===== src/ex_defines.svh =====
`ifndef EX_DEFINES_SVH
`define EX_DEFINES_SVH

// register data width
`define EX_DATA_W 32

// shift amount taken from the low bits of operand 1
`define EX_SHAMT_W 5

// destination register address width
`define EX_REGADDR_W 5

// all-zero data word
`define EX_ZERO_WORD {`EX_DATA_W{1'b0}}

`endif


===== src/ex_pkg.sv =====
`include "ex_defines.svh"

package ex_pkg;

    // decoded alu opcodes, immediate forms map onto the register forms
    typedef enum logic [5:0] {
        OP_NOP = 6'd0,
        // logic
        OP_AND,
        OP_OR,
        OP_XOR,
        OP_NOR,
        // shift
        OP_SLL,
        OP_SRL,
        OP_SRA,
        // arithmetic
        OP_ADD,
        OP_ADDU,
        OP_SUB,
        OP_SUBU,
        OP_SLT,
        OP_SLTU,
        // move
        OP_MOVZ,
        OP_MOVN,
        OP_MFHI,
        OP_MFLO,
        OP_MTHI,
        OP_MTLO,
        // multiply
        OP_MUL,
        OP_MULT,
        OP_MULTU,
        OP_MADD,
        OP_MADDU,
        OP_MSUB,
        OP_MSUBU,
        // register-form traps
        OP_TEQ,
        OP_TNE,
        OP_TGE,
        OP_TGEU,
        OP_TLT,
        OP_TLTU
    } aluop_e;

    // multiply-accumulate phase
    typedef enum logic {
        MAC_MUL = 1'b0,
        MAC_ACC = 1'b1
    } mac_state_e;

    typedef struct packed {
        aluop_e                   aluop;
        logic [`EX_DATA_W-1:0]    reg1;
        logic [`EX_DATA_W-1:0]    reg2;
        logic [`EX_REGADDR_W-1:0] wd;
        logic                     wreg;
    } ex_op_t;

    typedef struct packed {
        logic [`EX_DATA_W-1:0]    wdata;
        logic [`EX_REGADDR_W-1:0] wd;
        logic                     wreg;
    } ex_wb_t;

    typedef struct packed {
        logic [`EX_DATA_W-1:0] hi;
        logic [`EX_DATA_W-1:0] lo;
    } hilo_t;

    typedef struct packed {
        logic trap;
        logic overflow;
    } ex_except_t;

endpackage


===== src/hilo_reg.sv =====
`timescale 1ns/1ps
`include "ex_defines.svh"

module hilo_reg
    import ex_pkg::*;
(
    input  logic  clk_i,
    input  logic  rst_n_i,
    input  logic  we_i,
    input  hilo_t wdata_i,
    output hilo_t hilo_o
);

    hilo_t hilo_q;

    // both halves are always written together
    always_ff @(posedge clk_i or negedge rst_n_i)
    begin
        if (!rst_n_i)
        begin
            hilo_q.hi <= `EX_ZERO_WORD;
            hilo_q.lo <= `EX_ZERO_WORD;
        end
        else if (we_i)
        begin
            hilo_q <= wdata_i;
        end
    end

    assign hilo_o = hilo_q;

endmodule


===== config.mk =====
export PLATFORM = sky130hd
export DESIGN_NAME = hilo_reg
export DESIGN_NICKNAME = d
export VERILOG_FILES = /design/src/ex_pkg.sv /design/src/hilo_reg.sv
export VERILOG_INCLUDE_DIRS = /design/src /design/src/src
export SDC_FILE = /design/constraint.sdc
export NUM_CORES = 1
export LEC_CHECK = 0
export BUFFER_PORTS_ARGS = -buffer_cell sky130_fd_sc_hd__buf_2
export CAP_MARGIN = 20
export CORE_MARGIN = 4
export CORE_UTILIZATION = 49
export CTS_CLUSTER_DIAMETER = 120
export DETAILED_ROUTE_END_ITERATION = 8
export GPL_TIMING_DRIVEN = 0
export PLACE_DENSITY_LB_ADDON = 0.2
export SETUP_SLACK_MARGIN = 0.2
export SYNTH_ARGS = -nofsm -noshare
export SYNTH_HDL_FRONTEND = slang
export SYNTH_SLANG_ARGS = --single-unit

===== constraint.sdc =====
create_clock -name clk_i -period 1.65 [get_ports clk_i]
set_input_delay 0.33 -clock clk_i [delete_from_list [all_inputs] [get_ports clk_i]]
set_output_delay 0.33 -clock clk_i [all_outputs]
set_load 0.02 [all_outputs]

* Word level (Yosys, flattened, before mapping)
Index checks and enable logic that the tools add are counted.
** Word-level totals
- Bits in registers :: 64
- Input port bits :: 67
- Output and inout port bits :: 64
- Word-level logic and storage cells :: 2

* Logic depth before layout (Yosys ltp)
- Depth after elaboration :: 0
- Mapped depth :: 3
- Depth with buffers taken out :: 1

* Worst setup path before layout
Ideal clock, no wire load.
- Path kind :: in2reg
- From :: input we_i
- To :: register hilo_q, in the netlist hilo_o[0]
- Setup time :: 125 ps
- Arrival time :: 936 ps
- Data required time :: 1525 ps
- Setup slack :: 589 ps
- Cell stages on the path :: 3
- Buffers on the path :: 2
- Path through :: buf_6 buf_12 mux2_4
** RTL lines
- start, declared :: RTL line hilo_reg.sv:9 : input logic we_i,
- end signal, assigned :: RTL line hilo_reg.sv:26 : hilo_q <= wdata_i;
- end, declared :: RTL line hilo_reg.sv:14 : hilo_t hilo_q;
No word-level cell between the ends.

* Worst setup path after layout
- From :: register hilo_q, in the netlist hilo_o[55]
- To :: output hilo_o[55] (netlist name)
** RTL lines
- end, declared :: RTL line hilo_reg.sv:11 : output hilo_t hilo_o
No word-level cell between the ends.

==> results.py <==
metrics = {
    "clock_tree": {
        "cts-resized-gates": 0,
        "tritoncts": "yes",
        "hold_buffers": 1,
        "htreeDepth": 3,
        "worstSkewPairLatency_ns": 0.32,
        "post_cts_buffers": 0,
        "clk_path_buf_depth": 2,
        "cts_made_buffers": 9,
        "clockRootBuffer": "clkbuf_8",
        "cts_sinks": 64,
        "clkTransAtPathRegs_ns": 0.07,
    },
    "detailed_routing": {
        "wl_per_cell_um": 15.1,
        "ant_nets": 0,
        "drtIter0Drc": 19,
        "via_count": 1608,
        "drc_errors": 0,
        "dr.pass1.iters": 3,
        "viasPerCell": 4.57,
        "routed_wirelength_mm": 5.32,
    },
    "finish": {
        "utilization": 0.703,
        "drive_above_1_share": 0.762,
        "largest_reg_flops": 64,
        "stdcell_area_mm2": 0.00366,
        "nets": 345,
        "area_growth_pct": 36.5,
        "antennaDiodeCount": 0,
    },
    "flow_run": {
        "drv_cap": 0,
    },
    "grt": {
        "antenna_found_initial": 0,
        "grt.total_usage": 0.162,
        "grt_pass1_wl_mm": 7.94,
        "grt.overflow.total": 0,
        "grt_pass1_vias": 1676,
        "grt_start_max_net_pins": 35,
    },
    "critical_path": {
        "endpoint_kind": "primary output",
        "critPathLaunchType": "flip-flop",
        "worstPathArrival_ns": 0.88,
        "slowest_stage": "dfrtp_1",
        "r2r_end": "hilo_o[55]",
        "required_ns": 1.32,
        "cpLargestDelayFamily": "flip-flops",
        "path_buf_inv": 1,
        "rrSetupSlack_ns": 0.87,
        "reg2regPathDepth": 1,
        "worstPathMaxFanout": 2,
        "path_class": "reg2out",
        "timing.rr.start": "hilo_o[55]",
        "path_cells": "buf_2",
        "slowest_delay_ns": 0.40,
    },
    "place": {
        "hpwlAfterDp_mm": 4.08,
        "gp_congestion": 0.726,
        "io_buffers": 129,
        "place_ws_ns": 0.516,
        "place_area_mm2": 0.00346,
    },
    "synth": {
        "syn-instance-count": 135,
        "seq_area_frac_synth": 0.598,
        "yosys-top-cells-area": "dfrtp_1 60%, mux2_4 34%, buf_12 4.5%, mux2_2 1.7%, buf_6 0.42%",
        "synth.avg_cell_area_um2": 19.8,
        "yosysTopAreaCell": "dfrtp_1",
        "synth-seq-cells": 64,
        "synthDistinctLibCells": 5,
        "ys_warn_count": 0,
        "netlist_area_mm2": 0.00268,
        "synth_nets": 202,
        "yosys.area.top_type_share": 0.598,
    },
    "sta": {
        "setup_tns_ns": 0,
        "maxSlewHeadroom": 0.843,
        "hold_viol": 0,
        "fmaxAchievable_ghz": 0.827,
        "finalSetupViolations": 0,
        "skew_ns": 0,
        "worstMarginPinSlew_ns": 0.236,
        "finalCriticalPeriod_ns": 1.21,
        "rsz0062_at_grt": "no",
        "worst_slack_ns": 0.441,
        "holdWs_ns": 0.230,
        "period_share": 0.733,
        "timing.final.max_slew_violations": 0,
    },
    "floorplan": {
        "die_h_um": 81.9,
        "dieArea_mm2": 0.00671,
        "core_mm2": 0.00520,
        "num_rows": 26,
        "io_pins": 131,
        "start_util": 0.515,
        "die_w_um": 81.9,
    },
    "min_path": {
        "hold_end": "hilo_o[26]",
        "holdPathStages": 2,
        "min_from": "wdata_i[26]",
        "hold_path.class": "in2reg",
    },
    "power_and_ir_drop": {
        "clock_power_share": 0.321,
        "seqPwrFrac": 0.464,
        "switchingPower_mw": 1.02,
        "powerDensity_mw_per_mm2": 1070,
        "peakVddDrop_uv": 593,
        "p_leak_nw": 1.95,
        "power_switching_share": 0.260,
        "combPwrFrac": 0.214,
        "cellInternalPower_mw": 2.88,
    },
    "status": {
        "status": "completed",
    },
}
[power groups by stage]
stage | combinational (mW) | sequential (mW) | clock [mW]
after global placement | 0.821 | 1.83 | 0
after global routing | 0.886 | 1.83 | 1.40
after CTS | 0.850 | 1.81 | 1.31
after floorplan | 0.319 | 2.03 | 0
final | 0.835 | 1.81 | 1.25
after detailed placement | 0.849 | 1.83 | 0
[cell type report]
| cell class | instances | area [um^2] |
|---|---|---|
| clock buffer | 12 | 145 |
| multi-input combinational | 64 | 946 |
| timing repair buffer | 132 | 703 |
| clock inverter | 3 | 42.5 |
| buffer | 7 | 131 |
| tap | 70 | 87.6 |
| sequential | 64 | 1600 |
| fill | 395 | 1550 |
[cells in the final DEF, fill, tap and decap left out]
| cell type | n |
|---|---|
| bufinv_16 | 1 |
| buf_12 | 7 |
| buf_6 | 1 |
| clkbuf_1 | 2 |
| clkbuf_8 | 10 |
| dfrtp_1 | 64 |
| buf_16 | 1 |
| buf_2 | 129 |
| mux2_2 | 4 |
| mux2_4 | 60 |
| clkinvlp_4 | 1 |
| dlygate4sd3_1 | 1 |
| clkinv_2 | 1 |
[metal layers]
layer,share of wire,GRT usage,vias to the layer above
met2,0.48,0.267,79
met4,0.015,0.0748,0
met5,0,0,-
met1,0.41,0.198,765
li1,-,-,754
met3,0.089,0.0450,10
[synth_stat cells]
library cell and number:
dfrtp_1 64, mux2_4 60, mux2_2 4, buf_12 6
buf_6 1
[worst max-delay path by stage]
stage	depth (start not counted)	to	start
floorplan	3	hilo_o[0]	we_i
global placement	1	hilo_o[5]	rst_n_i
detailed placement	3	hilo_o[55]	we_i
CTS	1	hilo_o[55]	hilo_o[55]
global route	1	hilo_o[6]	hilo_o[6]
finish	1	hilo_o[55]	hilo_o[55]
[per-stage QoR]
step	power, mW	cells
final	3.90	352
after global routing	4.12	352
after CTS	3.97	352
after detailed placement	2.68	336
after global placement	2.65	334
after floorplan	2.35	135
[logic make-up after synthesis]
group    after synthesis  share of synthesized area
buf+inv                7                     0.0490
flops                 64                      0.598
mux                   64                      0.353
(Power assumes the default switching activity.)
