===== config.mk =====
export PLATFORM = sky130hd
export DESIGN_NAME = alu_logic_shift
export DESIGN_NICKNAME = d
export VERILOG_FILES = /design/src/ex_pkg.sv /design/src/alu_logic_shift.sv
export VERILOG_INCLUDE_DIRS = /design/src /design/src/src
export SDC_FILE = /design/constraint.sdc
export NUM_CORES = 1
export LEC_CHECK = 0
export ABC_AREA = 1
export BUFFER_PORTS_ARGS = -buffer_cell sky130_fd_sc_hd__buf_2
export CORE_MARGIN = 2
export CORE_UTILIZATION = 45
export DETAILED_ROUTE_END_ITERATION = 10
export PLACE_DENSITY = 0.82
export SLEW_MARGIN = 10
export SYNTH_ARGS = -nofsm -noshare
export SYNTH_HDL_FRONTEND = slang
export SYNTH_SLANG_ARGS = --single-unit

===== constraint.sdc =====
create_clock -name vclk -period 1.35
set_input_delay 0.0675 -clock vclk [all_inputs]
set_output_delay 0.0675 -clock vclk [all_outputs]
set_load 0.005 [all_outputs]

===== src/ex_defines.svh =====
`ifndef EX_DEFINES_SVH
`define EX_DEFINES_SVH

// register data width
`define EX_DATA_W 32

// shift amount taken from the low bits of operand 1
`define EX_SHAMT_W 5

// destination register address width
`define EX_REGADDR_W 5

// all-zero data word
`define EX_ZERO_WORD {`EX_DATA_W{1'b0}}

`endif


===== src/ex_pkg.sv =====
`include "ex_defines.svh"

package ex_pkg;

    // decoded alu opcodes, immediate forms map onto the register forms
    typedef enum logic [5:0] {
        OP_NOP = 6'd0,
        // logic
        OP_AND,
        OP_OR,
        OP_XOR,
        OP_NOR,
        // shift
        OP_SLL,
        OP_SRL,
        OP_SRA,
        // arithmetic
        OP_ADD,
        OP_ADDU,
        OP_SUB,
        OP_SUBU,
        OP_SLT,
        OP_SLTU,
        // move
        OP_MOVZ,
        OP_MOVN,
        OP_MFHI,
        OP_MFLO,
        OP_MTHI,
        OP_MTLO,
        // multiply
        OP_MUL,
        OP_MULT,
        OP_MULTU,
        OP_MADD,
        OP_MADDU,
        OP_MSUB,
        OP_MSUBU,
        // register-form traps
        OP_TEQ,
        OP_TNE,
        OP_TGE,
        OP_TGEU,
        OP_TLT,
        OP_TLTU
    } aluop_e;

    // multiply-accumulate phase
    typedef enum logic {
        MAC_MUL = 1'b0,
        MAC_ACC = 1'b1
    } mac_state_e;

    typedef struct packed {
        aluop_e                   aluop;
        logic [`EX_DATA_W-1:0]    reg1;
        logic [`EX_DATA_W-1:0]    reg2;
        logic [`EX_REGADDR_W-1:0] wd;
        logic                     wreg;
    } ex_op_t;

    typedef struct packed {
        logic [`EX_DATA_W-1:0]    wdata;
        logic [`EX_REGADDR_W-1:0] wd;
        logic                     wreg;
    } ex_wb_t;

    typedef struct packed {
        logic [`EX_DATA_W-1:0] hi;
        logic [`EX_DATA_W-1:0] lo;
    } hilo_t;

    typedef struct packed {
        logic trap;
        logic overflow;
    } ex_except_t;

endpackage


===== src/alu_logic_shift.sv =====
`timescale 1ns/1ps
`include "ex_defines.svh"

module alu_logic_shift
    import ex_pkg::*;
(
    input  aluop_e                aluop_i,
    input  logic [`EX_DATA_W-1:0] reg1_i,
    input  logic [`EX_DATA_W-1:0] reg2_i,
    output logic [`EX_DATA_W-1:0] logic_res_o,
    output logic [`EX_DATA_W-1:0] shift_res_o
);

    logic [`EX_SHAMT_W-1:0] shamt;

    // shift amount comes from operand 1, value from operand 2
    assign shamt = reg1_i[`EX_SHAMT_W-1:0];

    always_comb
    begin
        case (aluop_i)
            OP_AND:  logic_res_o = reg1_i & reg2_i;
            OP_OR:   logic_res_o = reg1_i | reg2_i;
            OP_XOR:  logic_res_o = reg1_i ^ reg2_i;
            OP_NOR:  logic_res_o = ~(reg1_i | reg2_i);
            default: logic_res_o = `EX_ZERO_WORD;
        endcase
    end

    always_comb
    begin
        case (aluop_i)
            OP_SLL:
            begin
                shift_res_o = reg2_i << shamt;
            end
            OP_SRL:
            begin
                shift_res_o = reg2_i >> shamt;
            end
            OP_SRA:
            begin
                // sign bit fills from the left
                shift_res_o = $signed(reg2_i) >>> shamt;
            end
            default:
            begin
                shift_res_o = `EX_ZERO_WORD;
            end
        endcase
    end

endmodule


After elaboration in Yosys (flattened, before gate mapping)
Index checks and enable logic that the tools add are counted.

Equality and inequality tests: 7. Multiplexer cells: 2. Shift-type cells: 3. Bitwise logic cells: 4.

Operators with widths (number): $pmux W32 S4 (1); $pmux W32 S3 (1); $and A32 B32 Y32 (1); $not A32 Y32 (1); $or A32 B32 Y32 (1); $shl A32 B5 Y32 (1); $shr A32 B5 Y32 (1); $sshr A32 B5 Y32 (1); $xor A32 B32 Y32 (1); $eq A6 B3 Y1 const B (4); $eq A6 B2 Y1 const B (2); $eq A6 B1 Y1 const B (1).

Bits in registers: 0. Input bits: 70.

Depth between registers and ports, before layout
Gate-level depths: netlist of run 1.

Depth in word-level cells: 3. Depth in mapped cells: 15.

Worst setup path after synthesis of run 1
Ideal clock, no wire load.

Kind: input to output. From: input port reg1_i[4]. To: output port logic_res_o[4]. Stages: 8. Slack: -0.112 ns. Required time: 1.283 ns. Arrival: 1.395 ns. Path buffers: 2. Cell sequence: inv_1 > buf_2 > buf_1 > ha_1 > inv_1 > nor2_1 > a21oi_1 > o311ai_1.

Longest elaborated chain between the ends: 3. Elaborated cells on any way between the ends: 5. Those cells by class: mux (1); bitwise (4).

RTL lines: from (decl) (RTL line alu_logic_shift.sv:8) `` input logic [`EX_DATA_W-1:0] reg1_i, ``; $or A32 B32 Y32 (RTL line alu_logic_shift.sv:23, alu_logic_shift.sv:25); $not A32 Y32 (RTL line alu_logic_shift.sv:25) `OP_NOR: logic_res_o = ~(reg1_i | reg2_i);`; $pmux W32 S4 (*) (RTL line alu_logic_shift.sv:21) `case (aluop_i)`; to (decl) (RTL line alu_logic_shift.sv:10) `` output logic [`EX_DATA_W-1:0] logic_res_o, ``.

Mark *: on every way between the ends. The rest lies on a longest branch, timed or not.

Worst setup path after layout of run 1
From: input port reg1_i[1]. To: output port shift_res_o[21].

Longest elaborated chain between the ends: 2. Elaborated cells on any way between the ends: 4. Those cells by class: shift (3); mux (1).

RTL lines: $sshr A32 B5 Y32 (tied with other cells) (RTL line alu_logic_shift.sv:44) `shift_res_o = $signed(reg2_i) >>> shamt;`; $pmux W32 S3 (*) (RTL line alu_logic_shift.sv:32) `case (aluop_i)`; to (decl) (RTL line alu_logic_shift.sv:11) `` output logic [`EX_DATA_W-1:0] shift_res_o ``.

Marked as above.

==> results_dict.tcl, run 1 <==
set metrics [dict create \
    synthAdderAreaFrac_pct 15.1 \
    yosys_warnings 0 \
    dp.cells 1428 \
    fin_ws_ps -340 \
    rows 40 \
    synth_top_family_by_area "simple AND/OR/NAND/NOR gates" \
    layout-drive-gt1-share_pct 42.1 \
    tightest_slew_ps 375 \
    cap_violations 0 \
    grt_pass1_vias 8190 \
    first_pass_iters 11 \
    top_usage_layer "met2" \
    stdcell_count 1455 \
    hpwl_um 20400 \
    ios 134 \
    synth_area_leaders "nand3_1 (23%), nand2_1 (20%), ha_1 (15%)" \
    antenna_found_initial 0 \
    finalNetCount 1446 \
    drc_errors 13 \
    cp.arrival_ps 1620 \
    syn_area_mm2 0.00547 \
    hold_path.class "in2out" \
    status "finished with violations" \
    avgViaCountPerCell 6.38 \
    n_antenna_cell 0 \
    failed_checks "design-rule violations, negative setup slack" \
    placed_area_mm2 0.00741 \
    startpoint_type "primary input" \
    timing.setup.tns_ps -9080 \
    drtIter0Drc 1461 \
    port_buffers 134 \
    grt_start_max_net_pins 34 \
    n_fill_cell 928 \
    start_util_pct 45.9 \
    met1_usage_pct 50.1 \
    postSynthCellCount 1051 \
    syn-num-nets 1187 \
    synth_simple_gate_area_share_pct 55.9 \
    synthMuxAreaShare_pct 0 \
    path_class "in2out" \
    period_share_pct 125 \
    synth-xor-area-share_pct 0 \
    die_area_mm2 0.0130 \
    crit_path_end_kind "output pin" \
    hold_path_end "logic_res_o[29]" \
    grt_usage_pct 40.1 \
    seq_cell_count 0 \
    crit_fanout 12 \
    whs_path_depth 5 \
    synth_top_area_cell "nand3_1" \
    areaGrowthSynthToFinish_pct 63.6 \
    synth_compound_area_share_pct 15.1 \
    detail_route.wl_per_cell_um 20.6 \
    yosysUniqueCellTypes 34 \
    nClkBuffers 0 \
    finalSetupViolations 64 \
    gp_congestion 1.08 \
    design_area_mm2 0.00894 \
    crit_required_ps 1280 \
    fmax_ghz 0.592 \
    hp-start "reg1_i[29]" \
    die_w_um 114 \
    met2_usage_pct 65.9 \
    die_h_um 114 \
    hold_viol_final 0 \
    vias 9284 \
    powerDensity_mw_per_mm2 286 \
    wl_um 30000 \
    yosysTopAreaCellShare_pct 23.3 \
    timing.final.crit_period_ps 1690 \
    ys_seq_area_share_pct 0 \
    antenna_left 0 \
    grt_use_met3_pct 4.87 \
    grt_setup_unrepaired "true" \
    overflow 0 \
    coreArea_mm2 0.0119 \
    slew_headroom_pct 74.8 \
    syn_avg_cell_area_um2 5.20 \
    ir_worst_vdd_v 0.000205 \
    grt_pass1_wl_um 41800 \
    slew_viol_final 0 \
    utilization_pct 75.1 \
    seq_area_um2 0 \
    p_leak_nw 4.85 \
]
-- where the power goes --
part           internal (mW)  switching [mW]  total (mW)
registers                  0               0           0
logic                  0.990            1.57        2.56
clock network              0               0           0
total                  0.990            1.57        2.56
-- metrics by stage --
stage / setup WS, ps / hold WS [ps] / total power [mW]
floorplan: 7.09 / 315 / 1.05
global placement: -416 / 585 / 1.94
detailed placement: -450 / 598 / 1.96
CTS: -137 / 586 / 2.17
global route: -327 / 622 / 2.71
finish: -340 / 585 / 2.56
-- repair_timing --
action / in CTS / in global routing
buffers inserted: 12 / 5
cloned: 6 / 6
endpoints found under the setup margin: 58 / 64
hold buffers: 0 / 0
endpoints found under the hold margin: 0 / 0
pin swaps: 33 / 26
resized for setup: 152 / 184
-- cell usage after synthesis --
master	number
nand2_8	1
buf_1	7
nor3_1	16
nand4_1	16
nor2_4	7
buf_2	28
nor2_2	3
and2_1	3
nor2_8	3
o21ai_0	43
or2_2	1
ha_1	66
clkbuf_1	25
nand3_4	2
o21a_1	1
nand3_1	254
o311ai_1	1
or2_1	1
nand2_2	2
o21ai_1	3
o311ai_0	17
buf_4	6
nand2_1	297
inv_2	8
inv_1	110
a21oi_1	42
o211ai_1	10
nor3_2	1
and3_1	2
inv_4	2
o22a_1	1
nor2_1	56
a31oi_1	2
a221oi_1	14
-- final cells by class --
type / count / area (um2) / share of cell area [%]
inverter: 120 / 502 / 5.61
tap: 147 / 184 / 2.06
timing repair inverter: 1 / 11.3 / 0.126
multi-input combinational: 865 / 5620 / 62.9
timing repair buffer: 322 / 2620 / 29.3
-- how the worst max path moves through the flow --
stage	slack, ps	end	from	cells after the start
finish	-340	shift_res_o[21]	reg1_i[1]	12
global route	-330	shift_res_o[13]	reg1_i[1]	12
CTS	-140	shift_res_o[9]	aluop_i[4]	11
detailed placement	-450	shift_res_o[2]	reg1_i[0]	13
global placement	-420	shift_res_o[2]	reg1_i[0]	13
floorplan	7	shift_res_o[14]	reg1_i[0]	10
-- worst max-delay path, cell delays in order --
cell and delay (ps):
buf_6 130, inv_8 90, buf_12 150, buf_4 120, nand3_1 130, nand3_1 150, nand2_1 210, nor2_1 160
nor2_1 60, nor2_1 150, nand2_1 60, buf_2 120
-- layout by cell type, fill, tap and decap left out, drive strengths merged --
| cell | synthesis | layout |
|---|---|---|
| a21oi | 42 | 42 |
| a221oi | 14 | 14 |
| a31oi | 2 | 2 |
| and2 | 3 | 3 |
| and3 | 2 | 2 |
| buf | 41 | 316 |
| bufbuf | 0 | 1 |
| clkbuf | 25 | 5 |
| clkinv | 0 | 1 |
| ha | 66 | 66 |
| inv | 120 | 120 |
| nand2 | 300 | 300 |
| nand3 | 256 | 256 |
| nand4 | 16 | 16 |
| nor2 | 69 | 69 |
| nor3 | 17 | 17 |
| o211ai | 10 | 10 |
| o21a | 1 | 1 |
| o21ai | 46 | 46 |
| o22a | 1 | 1 |
| o311ai | 18 | 18 |
| or2 | 2 | 2 |
-- logic make-up after synthesis --
family,count (synthesis)
compound gates,134
simple gates,665
fa+ha+maj,66
buf+inv,186
-- metal layers --
| layer | part of all wire, % | wire [um] | up-vias |
|---|---|---|---|
| met5 | 0 | 0 | - |
| met3 | 12 | 3670 | 283 |
| met4 | 9.3 | 2790 | 0 |
| li1 | - | - | 4070 |
| met2 | 43 | 13000 | 800 |
| met1 | 35 | 10500 | 4131 |
Power figures use the tool's default switching activity.
==> run 2: changes to the inputs <==
--- a/config.mk
+++ b/config.mk
@@ -6,12 +6,12 @@
 export SDC_FILE = /design/constraint.sdc
 export NUM_CORES = 1
 export LEC_CHECK = 0
-export ABC_AREA = 1
 export BUFFER_PORTS_ARGS = -buffer_cell sky130_fd_sc_hd__buf_2
 export CORE_MARGIN = 2
 export CORE_UTILIZATION = 45
 export DETAILED_ROUTE_END_ITERATION = 10
-export PLACE_DENSITY = 0.82
+export PLACE_DENSITY = 0.78
+export SETUP_SLACK_MARGIN = 0.02
 export SLEW_MARGIN = 10
 export SYNTH_ARGS = -nofsm -noshare
 export SYNTH_HDL_FRONTEND = slang
==> constraint.sdc (replaced) <==
create_clock -name vclk -period 1.65
set_input_delay 0.0825 -clock vclk [all_inputs]
set_output_delay 0.0825 -clock vclk [all_outputs]
set_load 0.005 [all_outputs]
==> results_dict.tcl, run 2 <==
set metrics [dict create \
    avgViaCountPerCell 7.20 \
    die_h_um 119 \
    cp_slowest_cell "mux4_2" \
    drtIter0Drc 1709 \
    finalSetupViolations 64 \
    failed_checks "negative setup slack" \
    detail_route.wl_per_cell_um 28.7 \
    stdcell_count 1258 \
    startpoint_type "primary input" \
    utilization_pct 80.4 \
    slew_headroom_pct 62.9 \
    layout-drive-gt1-share_pct 63.8 \
    grt_pass1_vias 8424 \
    yosysTopAreaCellShare_pct 24.1 \
    synth_area_leaders "mux4_2 (24%), ha_1 (14%), mux2i_1 (7.5%)" \
    max_stage_delay_ps 380 \
    start_util_pct 45.6 \
    fin_ws_ps -313 \
    placed_area_mm2 0.00838 \
    synth_top_area_cell "mux4_2" \
    ys_top_cells_by_count "nand2_1 (96), ha_1 (66), mux4_2 (64), inv_1 (61), clkbuf_1 (54)" \
    ios 134 \
    grt_usage_pct 44.7 \
    period_share_pct 119 \
    fin_hold_ws_ps 613 \
    areaGrowthSynthToFinish_pct 76.1 \
    cp_common_cell "buf_12" \
    crit_fanout 13 \
    ys_seq_area_share_pct 0 \
    wl_um 36100 \
    cts_hold_buf 0 \
    yosys_warnings 0 \
    hold_viol_final 0 \
    path_class "in2out" \
    finalNetCount 1219 \
    overflow 0 \
    fmax_ghz 0.510 \
    power.total_mw 2.86 \
    crit_family "multiplexers" \
    powerDensity_mw_per_mm2 272 \
    crit_required_ps 1570 \
    n_fill_cell 775 \
    cap_violations 0 \
    drc_errors 0 \
    grt_setup_unrepaired "true" \
    timing.final.crit_period_ps 1960 \
    syn_avg_cell_area_um2 8.05 \
    timing.setup.tns_ps -12130 \
    design_area_mm2 0.0105 \
    die_w_um 119 \
    worst-path-buf-inv 4 \
    hpwl_um 21300 \
    nClkBuffers 0 \
    slew_viol_final 0 \
    final_common_cell "buf_4" \
    yosysMostFrequentCell "nand2_1" \
    crit_path_end_kind "output pin" \
    port_buffers 134 \
    syn_area_mm2 0.00597 \
    final_cell_mix "buf_4 (218), buf_2 (120), mux4_2 (64), ha_1 (64), inv_1 (60)" \
    die_area_mm2 0.0142 \
    postSynthCellCount 742 \
    rows 42 \
    p_leak_nw 5.23 \
    place_ws_ps -507 \
    syn-num-nets 878 \
    yosysUniqueCellTypes 63 \
    grt_pass1_wl_um 49400 \
    gp_congestion 1.04 \
    seq_cell_count 0 \
    seq_area_um2 0 \
    antenna_left 0 \
    cp.arrival_ps 1880 \
    hold_path.class "in2out" \
    antenna_found_initial 1 \
    grt_start_max_net_pins 45 \
    dp.cells 1190 \
    status "finished with violations" \
    first_pass_iters 8 \
    coreArea_mm2 0.0131 \
    tightest_slew_ps 551 \
    ir_worst_vdd_v 0.000213 \
    crit_chain "buf_12 > buf_12 > buf_8 > mux2i_2 > mux4_2 > nor2_1 > a311o_1 > o221a_1 > buf_2" \
    vias 9055 \
]
## run 2: changes by cell type in the layout (fill, tap and decap cells not counted), moves of 23 or more
cell     delta
nand2_1   -192
nand2_2    -38
nand2_4    +26
mux2i_1    +29
inv_1      -47
a221o_1    +32
nand3_1   -187
o21ai_2    +23
mux4_2     +64
nand3_2    -45
buf_4      +78
## run 2: final timing paths
kind              startpoint         endpoint  slack, ps  cells past startpoint
hold / removal    reg1_i[11]  logic_res_o[11]        610                      4
setup / recovery   reg1_i[2]  shift_res_o[13]       -310                      9
## run 2: cell type report
class              instances  area, um2  share of cell area (%)
diodes                     1       2.50                  0.0238
well taps                176        220                    2.09
multi-input cells        591       6430                    61.1
inverters                 64        250                    2.38
repair buffers           426       3620                    34.4
## run 2: logic make-up after synthesis
kind of cell             Yosys count  synth area share (%)
AO/OA/AOI/OAI                    201                  24.8
AND/OR/NAND/NOR                  192                  14.1
buffers and inverters            151                  11.3
multiplexers                     132                  36.0
adder cells (fa/ha/maj)           66                  13.8
## run 2: layer usage
metal | vias to the layer above | global-route usage (%) | routed length, um
met5 | - | 0 | 0
met4 | 0 | 28.1 | 3540
met3 | 328 | 9.67 | 4980
met2 | 998 | 70.4 | 15600
met1 | 4201 | 55.4 | 12000
li1 | 3528 | - | -
## run 2: power breakdown
part / total (mW) / internal (mW) / switching (mW)
registers: 0 / 0 / 0
clock network: 0.0000000812 / 0.0000000812 / 0
logic: 2.86 / 1.36 / 1.49
## run 2: timing repair
item	CTS	global route
setup buffers	46	18
gates resized for setup	217	168
setup endpoints to repair	64	64
pin swaps	80	48
cloned	9	1
