File: src/ex_defines.svh
`ifndef EX_DEFINES_SVH
`define EX_DEFINES_SVH

// register data width
`define EX_DATA_W 32

// shift amount taken from the low bits of operand 1
`define EX_SHAMT_W 5

// destination register address width
`define EX_REGADDR_W 5

// all-zero data word
`define EX_ZERO_WORD {`EX_DATA_W{1'b0}}

`endif

File: src/ex_pkg.sv
`include "ex_defines.svh"

package ex_pkg;

    // decoded alu opcodes, immediate forms map onto the register forms
    typedef enum logic [5:0] {
        OP_NOP = 6'd0,
        // logic
        OP_AND,
        OP_OR,
        OP_XOR,
        OP_NOR,
        // shift
        OP_SLL,
        OP_SRL,
        OP_SRA,
        // arithmetic
        OP_ADD,
        OP_ADDU,
        OP_SUB,
        OP_SUBU,
        OP_SLT,
        OP_SLTU,
        // move
        OP_MOVZ,
        OP_MOVN,
        OP_MFHI,
        OP_MFLO,
        OP_MTHI,
        OP_MTLO,
        // multiply
        OP_MUL,
        OP_MULT,
        OP_MULTU,
        OP_MADD,
        OP_MADDU,
        OP_MSUB,
        OP_MSUBU,
        // register-form traps
        OP_TEQ,
        OP_TNE,
        OP_TGE,
        OP_TGEU,
        OP_TLT,
        OP_TLTU
    } aluop_e;

    // multiply-accumulate phase
    typedef enum logic {
        MAC_MUL = 1'b0,
        MAC_ACC = 1'b1
    } mac_state_e;

    typedef struct packed {
        aluop_e                   aluop;
        logic [`EX_DATA_W-1:0]    reg1;
        logic [`EX_DATA_W-1:0]    reg2;
        logic [`EX_REGADDR_W-1:0] wd;
        logic                     wreg;
    } ex_op_t;

    typedef struct packed {
        logic [`EX_DATA_W-1:0]    wdata;
        logic [`EX_REGADDR_W-1:0] wd;
        logic                     wreg;
    } ex_wb_t;

    typedef struct packed {
        logic [`EX_DATA_W-1:0] hi;
        logic [`EX_DATA_W-1:0] lo;
    } hilo_t;

    typedef struct packed {
        logic trap;
        logic overflow;
    } ex_except_t;

endpackage

File: src/alu_arith.sv
`timescale 1ns/1ps
`include "ex_defines.svh"

module alu_arith
    import ex_pkg::*;
(
    input  aluop_e                aluop_i,
    input  logic [`EX_DATA_W-1:0] reg1_i,
    input  logic [`EX_DATA_W-1:0] reg2_i,
    output logic [`EX_DATA_W-1:0] arith_res_o,
    output logic                  ovf_o,
    output logic                  trap_o
);

    localparam int MSB = `EX_DATA_W - 1;

    logic [`EX_DATA_W-1:0] sum;
    logic [`EX_DATA_W-1:0] diff;
    logic                  borrow;
    logic                  ovf_add;
    logic                  ovf_sub;
    logic                  eq;
    logic                  lt_s;
    logic                  lt_u;

    // one adder and one subtractor shared by all compares
    assign sum             = reg1_i + reg2_i;
    assign {borrow, diff}  = {1'b0, reg1_i} - {1'b0, reg2_i};

    // operands of equal sign, result sign flipped
    assign ovf_add = (reg1_i[MSB] == reg2_i[MSB]) && (sum[MSB] != reg1_i[MSB]);
    // operands of opposite sign, result takes the sign of reg2
    assign ovf_sub = (reg1_i[MSB] != reg2_i[MSB]) && (diff[MSB] != reg1_i[MSB]);

    assign eq   = (diff == `EX_ZERO_WORD);
    assign lt_u = borrow;
    // with differing signs the negative one is smaller
    assign lt_s = (reg1_i[MSB] != reg2_i[MSB]) ? reg1_i[MSB] : diff[MSB];

    always_comb
    begin
        arith_res_o = `EX_ZERO_WORD;
        ovf_o       = 1'b0;
        case (aluop_i)
            OP_ADD:
            begin
                arith_res_o = sum;
                ovf_o       = ovf_add;
            end
            OP_ADDU: arith_res_o = sum;
            OP_SUB:
            begin
                arith_res_o = diff;
                ovf_o       = ovf_sub;
            end
            OP_SUBU: arith_res_o = diff;
            OP_SLT:  arith_res_o = {{MSB{1'b0}}, lt_s};
            OP_SLTU: arith_res_o = {{MSB{1'b0}}, lt_u};
            default: arith_res_o = `EX_ZERO_WORD;
        endcase
    end

    always_comb
    begin
        case (aluop_i)
            OP_TEQ:  trap_o = eq;
            OP_TNE:  trap_o = !eq;
            OP_TGE:  trap_o = !lt_s;
            OP_TGEU: trap_o = !lt_u;
            OP_TLT:  trap_o = lt_s;
            OP_TLTU: trap_o = lt_u;
            default: trap_o = 1'b0;
        endcase
    end

endmodule

File: config.mk
export PLATFORM = sky130hd
export DESIGN_NAME = alu_arith
export DESIGN_NICKNAME = d
export VERILOG_FILES = /design/src/ex_pkg.sv /design/src/alu_arith.sv
export VERILOG_INCLUDE_DIRS = /design/src /design/src/src
export SDC_FILE = /design/constraint.sdc
export NUM_CORES = 1
export LEC_CHECK = 0
export BUFFER_PORTS_ARGS = -buffer_cell sky130_fd_sc_hd__buf_2
export CORE_MARGIN = 5
export CORE_UTILIZATION = 44
export DETAILED_ROUTE_END_ITERATION = 8
export PLACE_DENSITY = 0.8
export REMOVE_ABC_BUFFERS = 1
export SYNTH_ARGS = -nofsm -noshare
export SYNTH_HDL_FRONTEND = slang
export SYNTH_SLANG_ARGS = --single-unit
export TNS_END_PERCENT = 100
File: constraint.sdc
create_clock -name vclk -period 6.1
set_input_delay 1.22 -clock vclk [all_inputs]
set_output_delay 1.22 -clock vclk [all_outputs]
set_load 0.01 [all_outputs]
Word-level counts from Yosys, hierarchy flattened

Index checks and enable logic that the tools add are counted.

Register bits after elaboration: 0
Input bits: 70
Output and inout bits: 34
Logic and storage cells: 30

Add/sub/neg operators: 2
Equality and inequality tests: 16
Mux-type cells: 4
Reduce and logical (&&, ||, !) cells: 8

Operators by type and width:

| operator                                      | count |
|---|---|
| one-hot mux 32 bit (4 select lines)           | 1 |
| == test 6 x 4 -> 1 bit, second input constant | 6 |
| subtractor 32 x 32 -> 33 bit                  | 1 |
| adder 32 bit                                  | 1 |
| logical NOT 32 bit                            | 1 |
| == test 6 x 5 -> 1 bit, second input constant | 5 |
| == test 6 bit, second input constant          | 1 |
| one-hot mux 1 bit (6 select lines)            | 1 |
| OR reduction 2 bit                            | 2 |
| logical NOT 1 bit                             | 3 |
| != test 1 bit                                 | 3 |
| logical AND 1 bit                             | 2 |
| one-hot mux 1 bit (2 select lines)            | 1 |
| == test 1 bit                                 | 1 |
| two-way mux 1 bit                             | 1 |

Depth between registers and ports, before layout

Gate-level depths: netlist of run 1.

Word-level depth: 4
Depth in mapped cells: 23
Gate-level depth less buffers: 22

Worst setup path after synthesis of run 1

No wires, ideal clock.

Kind: input port to output port
Start point: in reg2_i[4]
End point: out trap_o
Arrival time: 5294 ps
Data required time: 4880 ps
Setup slack: -414 ps
Stages: 23
Path buffers: 1
Path through: inv_1 ha_1 buf_2 a21oi_1 o32ai_1 o21ai_0 nand3_1 a311oi_1 o21bai_1 a21oi_1 nor2_1 a211oi_1 fa_1 nand3_1 a221oi_1 o41a_1 o2111ai_1 nor4_1 nand4_1 nor4_1 o2111ai_1 or4_1 nand3_1

Word-level cells in the longest chain between the ends: 4
Elaborated cells on any way between the ends: 7
Classes of those cells: add/sub (1); mux (2); reduce/logical (4)

RTL lines:

| item                                                                     | line                             | source |
|---|---|---|
| start: declaration                                                       | alu_arith.sv:9                   | `` input logic [`EX_DATA_W-1:0] reg2_i, `` |
| subtractor 32 x 32 -> 33 bit (*)                                         | alu_arith.sv:28                  | `assign {borrow, diff} = {1'b0, reg1_i} - {1'b0, reg2_i};` |
| logical NOT 32 bit (no source line) or two-way mux 1 bit (tied branches) | -                                |  |
| logical NOT 1 bit, on equally long branches                              | alu_arith.sv:67, alu_arith.sv:68 |  |
| one-hot mux 1 bit (6 select lines) (*)                                   | alu_arith.sv:65                  | `case (aluop_i)` |
| end: declaration                                                         | alu_arith.sv:12                  | `output logic trap_o` |

Every way passes the cells marked *; elsewhere a longest branch is shown, timed or not.

Final worst setup path of run 1

Start point: in reg1_i[8]
End point: out trap_o

Word-level cells in the longest chain between the ends: 4
Elaborated cells on any way between the ends: 7
Classes of those cells: add/sub (1); mux (2); reduce/logical (4)

RTL lines:

| item                                                                     | line                             | source |
|---|---|---|
| start: declaration                                                       | alu_arith.sv:8                   | `` input logic [`EX_DATA_W-1:0] reg1_i, `` |
| subtractor 32 x 32 -> 33 bit (*)                                         | alu_arith.sv:28                  |  |
| logical NOT 32 bit (no source line) or two-way mux 1 bit (tied branches) | -                                |  |
| logical NOT 1 bit, on equally long branches                              | alu_arith.sv:67, alu_arith.sv:68 |  |
| one-hot mux 1 bit (6 select lines) (*)                                   | alu_arith.sv:65                  |  |

Marks and branches as above.

==> results of run 1 <==
[area by class of cell]
cell class / count / area (µm²) / area share (%)
inverters: 68 / 258 / 4.27
repair buffers: 228 / 1480 / 24.5
multi-input cells: 576 / 4130 / 68.5
well taps: 133 / 166 / 2.76
[power breakdown]
group / internal [mW] / switching, mW / total (mW)
registers: 0 / 0 / 0
clock network: 0 / 0 / 0
logic: 0.268 / 0.331 / 0.599
[cells in the final DEF (no fill, tap or decap), types with 12 or more instances in the layout]
cell type / instances
o31ai_1: 13
xnor2_1: 32
ha_1: 60
nor3_1: 27
a21oi_1: 72
nor2_1: 70
nand2_1: 43
buf_2: 101
o21bai_1: 12
o21ai_0: 36
buf_4: 123
a31oi_1: 12
inv_1: 66
[metrics by stage]
stage / utilization [%] / TNS (ns) / setup WS [ns] / instance area, µm² / power, mW
6_report: 61.7 / -0.684 / -0.684 / 6030 / 0.599
5_1_grt: 61.7 / -1.07 / -1.04 / 6030 / 0.649
4_1_cts: 60.9 / -0.656 / -0.656 / 5950 / 0.577
3_5_place_dp: 59.5 / -0.945 / -0.914 / 5820 / 0.560
3_3_place_gp: 59.5 / -0.745 / -0.745 / 5820 / 0.552
2_1_floorplan: - / -0.391 / -0.391 / 4240 / 0.350
[worst paths after layout]
path  depth (start not counted)              to       start
max                          25          trap_o   reg1_i[8]
min                           3  arith_res_o[0]  aluop_i[4]
[logic make-up after synthesis]
group / after synthesis / synth area share, %
fa+ha+maj: 67 / 19.5
compound gates: 238 / 36.1
simple gates: 223 / 24.7
xor+xnor: 37 / 7.33
mux: 11 / 2.49
buf+inv: 108 / 9.90
[routing by layer]
metal	vias up	global-route usage [%]	wire length [µm]
met5	-	0	0
met4	0	4.49	379
met3	48	2.04	1260
met2	332	42.8	7350
met1	2685	32.6	6640
li1	2863	-	-
[what timing repair did]
item,4_1_cts,5_1_grt
gates cloned,0,0
resized for setup,20,13
pin swaps,19,14
setup endpoints to repair,2,2
setup buffers,5,0
==> results.yml, run 1 <==
status:
  status: "complete, but fails checks"
  failed_checks: "setup timing"
grt:
  grt_max_degree: 56
  grt-ovfl-total: 0
  grt_pass1_vias: 5446
  grtUsageTotal_pct: 24.3
  grt_pass1_wl_um: 24700
  antenna_found_initial: 0
die:
  placementRows: 36
  dieHeight_um: 110
  boundaryPins: 104
  dieArea_um2: 12200
  core_area_um2: 9770
  die_w_um: 110
  initial_core_util_pct: 45.3
critical_path:
  crit_top_cell: "buf_6"
  cp_data_required_time_ns: 4.88
  critPathKind: "in -> out"
  critPathTopFamily: "compound AO/OA/AOI/OAI gates"
  cp_max_fo: 3
  crit_path_max_incr_delay_ns: 0.51
  cp-start-kind: "input pin"
  arrival_ns: 5.56
  crit_path_top_delay_cell: "fa_1"
  end_kind: "output pin"
  cp_num_buf_inv: 4
placement:
  port_buffers: 104
  placed_cells: 1000
  hpwl_um: 12500
  gp_congestion: 0.967
logic_synthesis:
  yosys_warnings: 0
  yosysTopAreaCellShare_pct: 18.1
  ys_seq_area_share_pct: 0
  yosysMostFrequentCell: "a21oi_1"
  yosysUniqueCellTypes: 72
  syn-cell-area_um2: 4420
  synthTopCellsByArea: "ha_1, a21oi_1, xnor2_1"
  syn_area_per_cell_um2: 6.47
  synth_area_leader_cell: "ha_1"
  synth_cells: 684
  synthTopCellsByCount: "a21oi_1, nor2_1, inv_1"
run:
  maxCapViolations: 0
pwr:
  leakage_nw: 2.95
  vdd_drop_max_mv: 0.0732
  p_per_area_nw_per_um2: 99.3
timing:
  setup_ws_ns: -0.684
  hold_ws_ns: 2.75
  relSlewSlack_pct: 53.0
  tightest_slew_ns: 0.698
  drv_slew: 0
  finalSetupViolCount: 1
  hold_viol: 0
  finalCritPeriodShare_pct: 111
  rsz0062_at_grt: "yes"
  clock.fmax_ghz: 0.147
  period_needed_ns: 6.78
route:
  drt-pass1-iter-count: 6
  vias: 5928
  drt-vias-per-instance: 5.90
  drt-initial-drc-count: 488
  post_drt_wl_per_cell_um: 15.5
  drc: 0
  routed_wl_um: 15600
  ant_nets: 0
cells_and_area:
  regArea_um2: 0
  n_clock_buffer: 0
  area_growth_pct: 36.4
  seq_cells: 0
  drive_above_1_share_pct: 31.2
  layoutNonFillerInstCount: 1005
  antenna_cells: 0
  fill_cells: 927
  num-nets-final: 1011
clock_tree:
  cts.hold.buffers_added: 0
hold_path:
  hold_path_class: "in -> out"
No activity file was read; power rests on OpenSTA's default activity.
==> run 2: changes to the inputs <==
--- a/config.mk
+++ b/config.mk
@@ -6,11 +6,12 @@
 export SDC_FILE = /design/constraint.sdc
 export NUM_CORES = 1
 export LEC_CHECK = 0
+export ABC_AREA = 1
 export BUFFER_PORTS_ARGS = -buffer_cell sky130_fd_sc_hd__buf_2
 export CORE_MARGIN = 5
 export CORE_UTILIZATION = 44
 export DETAILED_ROUTE_END_ITERATION = 8
-export PLACE_DENSITY = 0.8
+export PLACE_DENSITY = 0.79
 export REMOVE_ABC_BUFFERS = 1
 export SYNTH_ARGS = -nofsm -noshare
 export SYNTH_HDL_FRONTEND = slang
==> results.yml, run 2 <==
route:
  drt-pass1-iter-count: 6
  vias: 6661
  drt-initial-drc-count: 574
  drc: 0
  routed_wl_um: 19000
  drt-vias-per-instance: 5.23
  post_drt_wl_per_cell_um: 14.9
  ant_nets: 0
placement:
  dpl-instance-area_um2: 5800
  gp_congestion: 1.01
  hpwl_um: 16600
  placed_cells: 1274
  port_buffers: 104
  dp_slack_ns: 0.791
critical_path:
  cp_data_required_time_ns: 4.88
  cp_num_buf_inv: 4
  critPathTopFamily: "simple AND/OR/NAND/NOR gates"
  arrival_ns: 4.13
  critical_path.cell_chain: "buf_2 > inv_1 > ha_1 > nand2_1 > nor2_2 > and2_1 > nand2_1 > nand2_1 > nand2_1 > nand2_1 > nand2_1 > nand2_1 > a21oi_1 > fa_1 > inv_1 > nor2_1 > nand2_1 > nor2_2 > nand3_1 > nand2_1 > nand3_1 > buf_2"
  crit_top_cell: "nand2_1"
  critPathKind: "in -> out"
  crit_path_max_incr_delay_ns: 0.54
  cp-start-kind: "input pin"
  crit_path_top_delay_cell: "fa_1"
  cp_max_fo: 9
  end_kind: "output pin"
cells_and_area:
  seq_cells: 0
  drive_above_1_share_pct: 13.4
  antenna_cells: 0
  n_clock_buffer: 0
  final_common_cell: "nand2_1"
  layout_common_cells: "nand2_1, inv_1, nor2_1"
  num-nets-final: 1270
  area_growth_pct: 10.9
  regArea_um2: 0
  layoutNonFillerInstCount: 1274
  fin_area_um2: 5800
timing:
  final.setup.tns_ns: 0
  relSlewSlack_pct: 42.3
  setup_ws_ns: 0.748
  drv_slew: 0
  period_needed_ns: 5.35
  finalSetupViolCount: 0
  hold_viol: 0
  tightest_slew_ns: 0.864
  rsz0062_at_grt: "no"
  clock.fmax_ghz: 0.187
  finalCritPeriodShare_pct: 87.7
clock_tree:
  cts_resized: 0
  post_cts_buffers: 0
  cts.hold.buffers_added: 0
die:
  die_w_um: 119
  dieArea_um2: 14200
  boundaryPins: 104
  dieHeight_um: 119
  placementRows: 39
  core_area_um2: 11500
  initial_core_util_pct: 45.4
logic_synthesis:
  yosysMostFrequentCell: "nand2_1"
  yosysTopAreaCellShare_pct: 24.8
  yosys_warnings: 0
  synth_area_leader_cell: "nand2_1"
  synth_cells: 1051
  synthTopCellsByArea: "nand2_1, inv_1, ha_1"
  synthTopCellsByCount: "nand2_1, inv_1, nor2_1"
  syn-cell-area_um2: 5230
  syn_area_per_cell_um2: 4.97
  ys_seq_area_share_pct: 0
  yosysUniqueCellTypes: 46
grt:
  grt_max_degree: 23
  grtUsageTotal_pct: 25.8
  grt_pass1_wl_um: 30200
  antenna_found_initial: 0
  grt_pass1_vias: 6064
  grt-ovfl-total: 0
run:
  maxCapViolations: 0
status:
  status: "finished clean"
hold_path:
  hold_path_class: "in -> out"
pwr:
  p_per_area_nw_per_um2: 91.9
  power.total_mw: 0.533
  leakage_nw: 3.68
  vdd_drop_max_mv: 0.0455
run 2: cell types whose count changed after synthesis, sizes merged, moves of 10 or more:
cell | previous run | this run
a21oi | 76 | 58
clkbuf | 23 | 4
inv | 67 | 228
mux2i | 11 | 0
nand2 | 43 | 355
nand3 | 13 | 66
nor2 | 70 | 116
nor3 | 30 | 9
o31ai | 13 | 2
xnor2 | 32 | 2
xor2 | 5 | 15
run 2: cells by family (layout without fill, tap and decap cells):
family,count (synthesis),count (layout),share of synthesized area (%)
compound gates,133,133,15.1
xor+xnor,17,17,2.85
fa+ha+maj,67,67,16.5
buf+inv,261,341,19.8
simple gates,573,573,45.8
run 2: final timing paths:
| kind | from | endpoint | slack, ns | cells past startpoint |
|---|---|---|---|---|
| min | aluop_i[0] | ovf_o | 2.85 | 5 |
| max | reg2_i[11] | trap_o | 0.75 | 22 |
run 2: through the flow:
| step | hold slack, ns | util [%] |
|---|---|---|
| floorplan | 2.60 | - |
| global placement | 2.85 | 50.3 |
| detailed placement | 2.85 | 50.3 |
| CTS | 2.85 | 50.3 |
| global route | 2.89 | 50.3 |
| finish | 2.85 | 50.3 |
run 2: layer usage:
metal / vias up / track usage [%] / wire length (µm)
met3: 27 / 2.70 / 1790
li1: 3400 / - / -
met4: 0 / 5.36 / 488
met1: 2930 / 36.9 / 8480
met5: - / 0 / 0
met2: 304 / 41.8 / 8250
run 2: report_power, final:
part	leakage [nW]	switching (mW)	internal (mW)
combinational	3.68	0.363	0.170
sequential	0	0	0
clock	0	0	0
run 2: cell type report:
| class | count | area, µm² |
|---|---|---|
| fill | 1341 | 5720 |
| multi-input combinational | 790 | 4190 |
| inverter | 232 | 871 |
| timing repair buffer | 109 | 558 |
| tap | 143 | 179 |
run 2: tightest hold or removal path, cell delays in order:
cell,delay [ns]
buf_2,0.11
nor4_1,0.05
nand3_1,0.07
nand2_1,0.04
buf_2,0.13
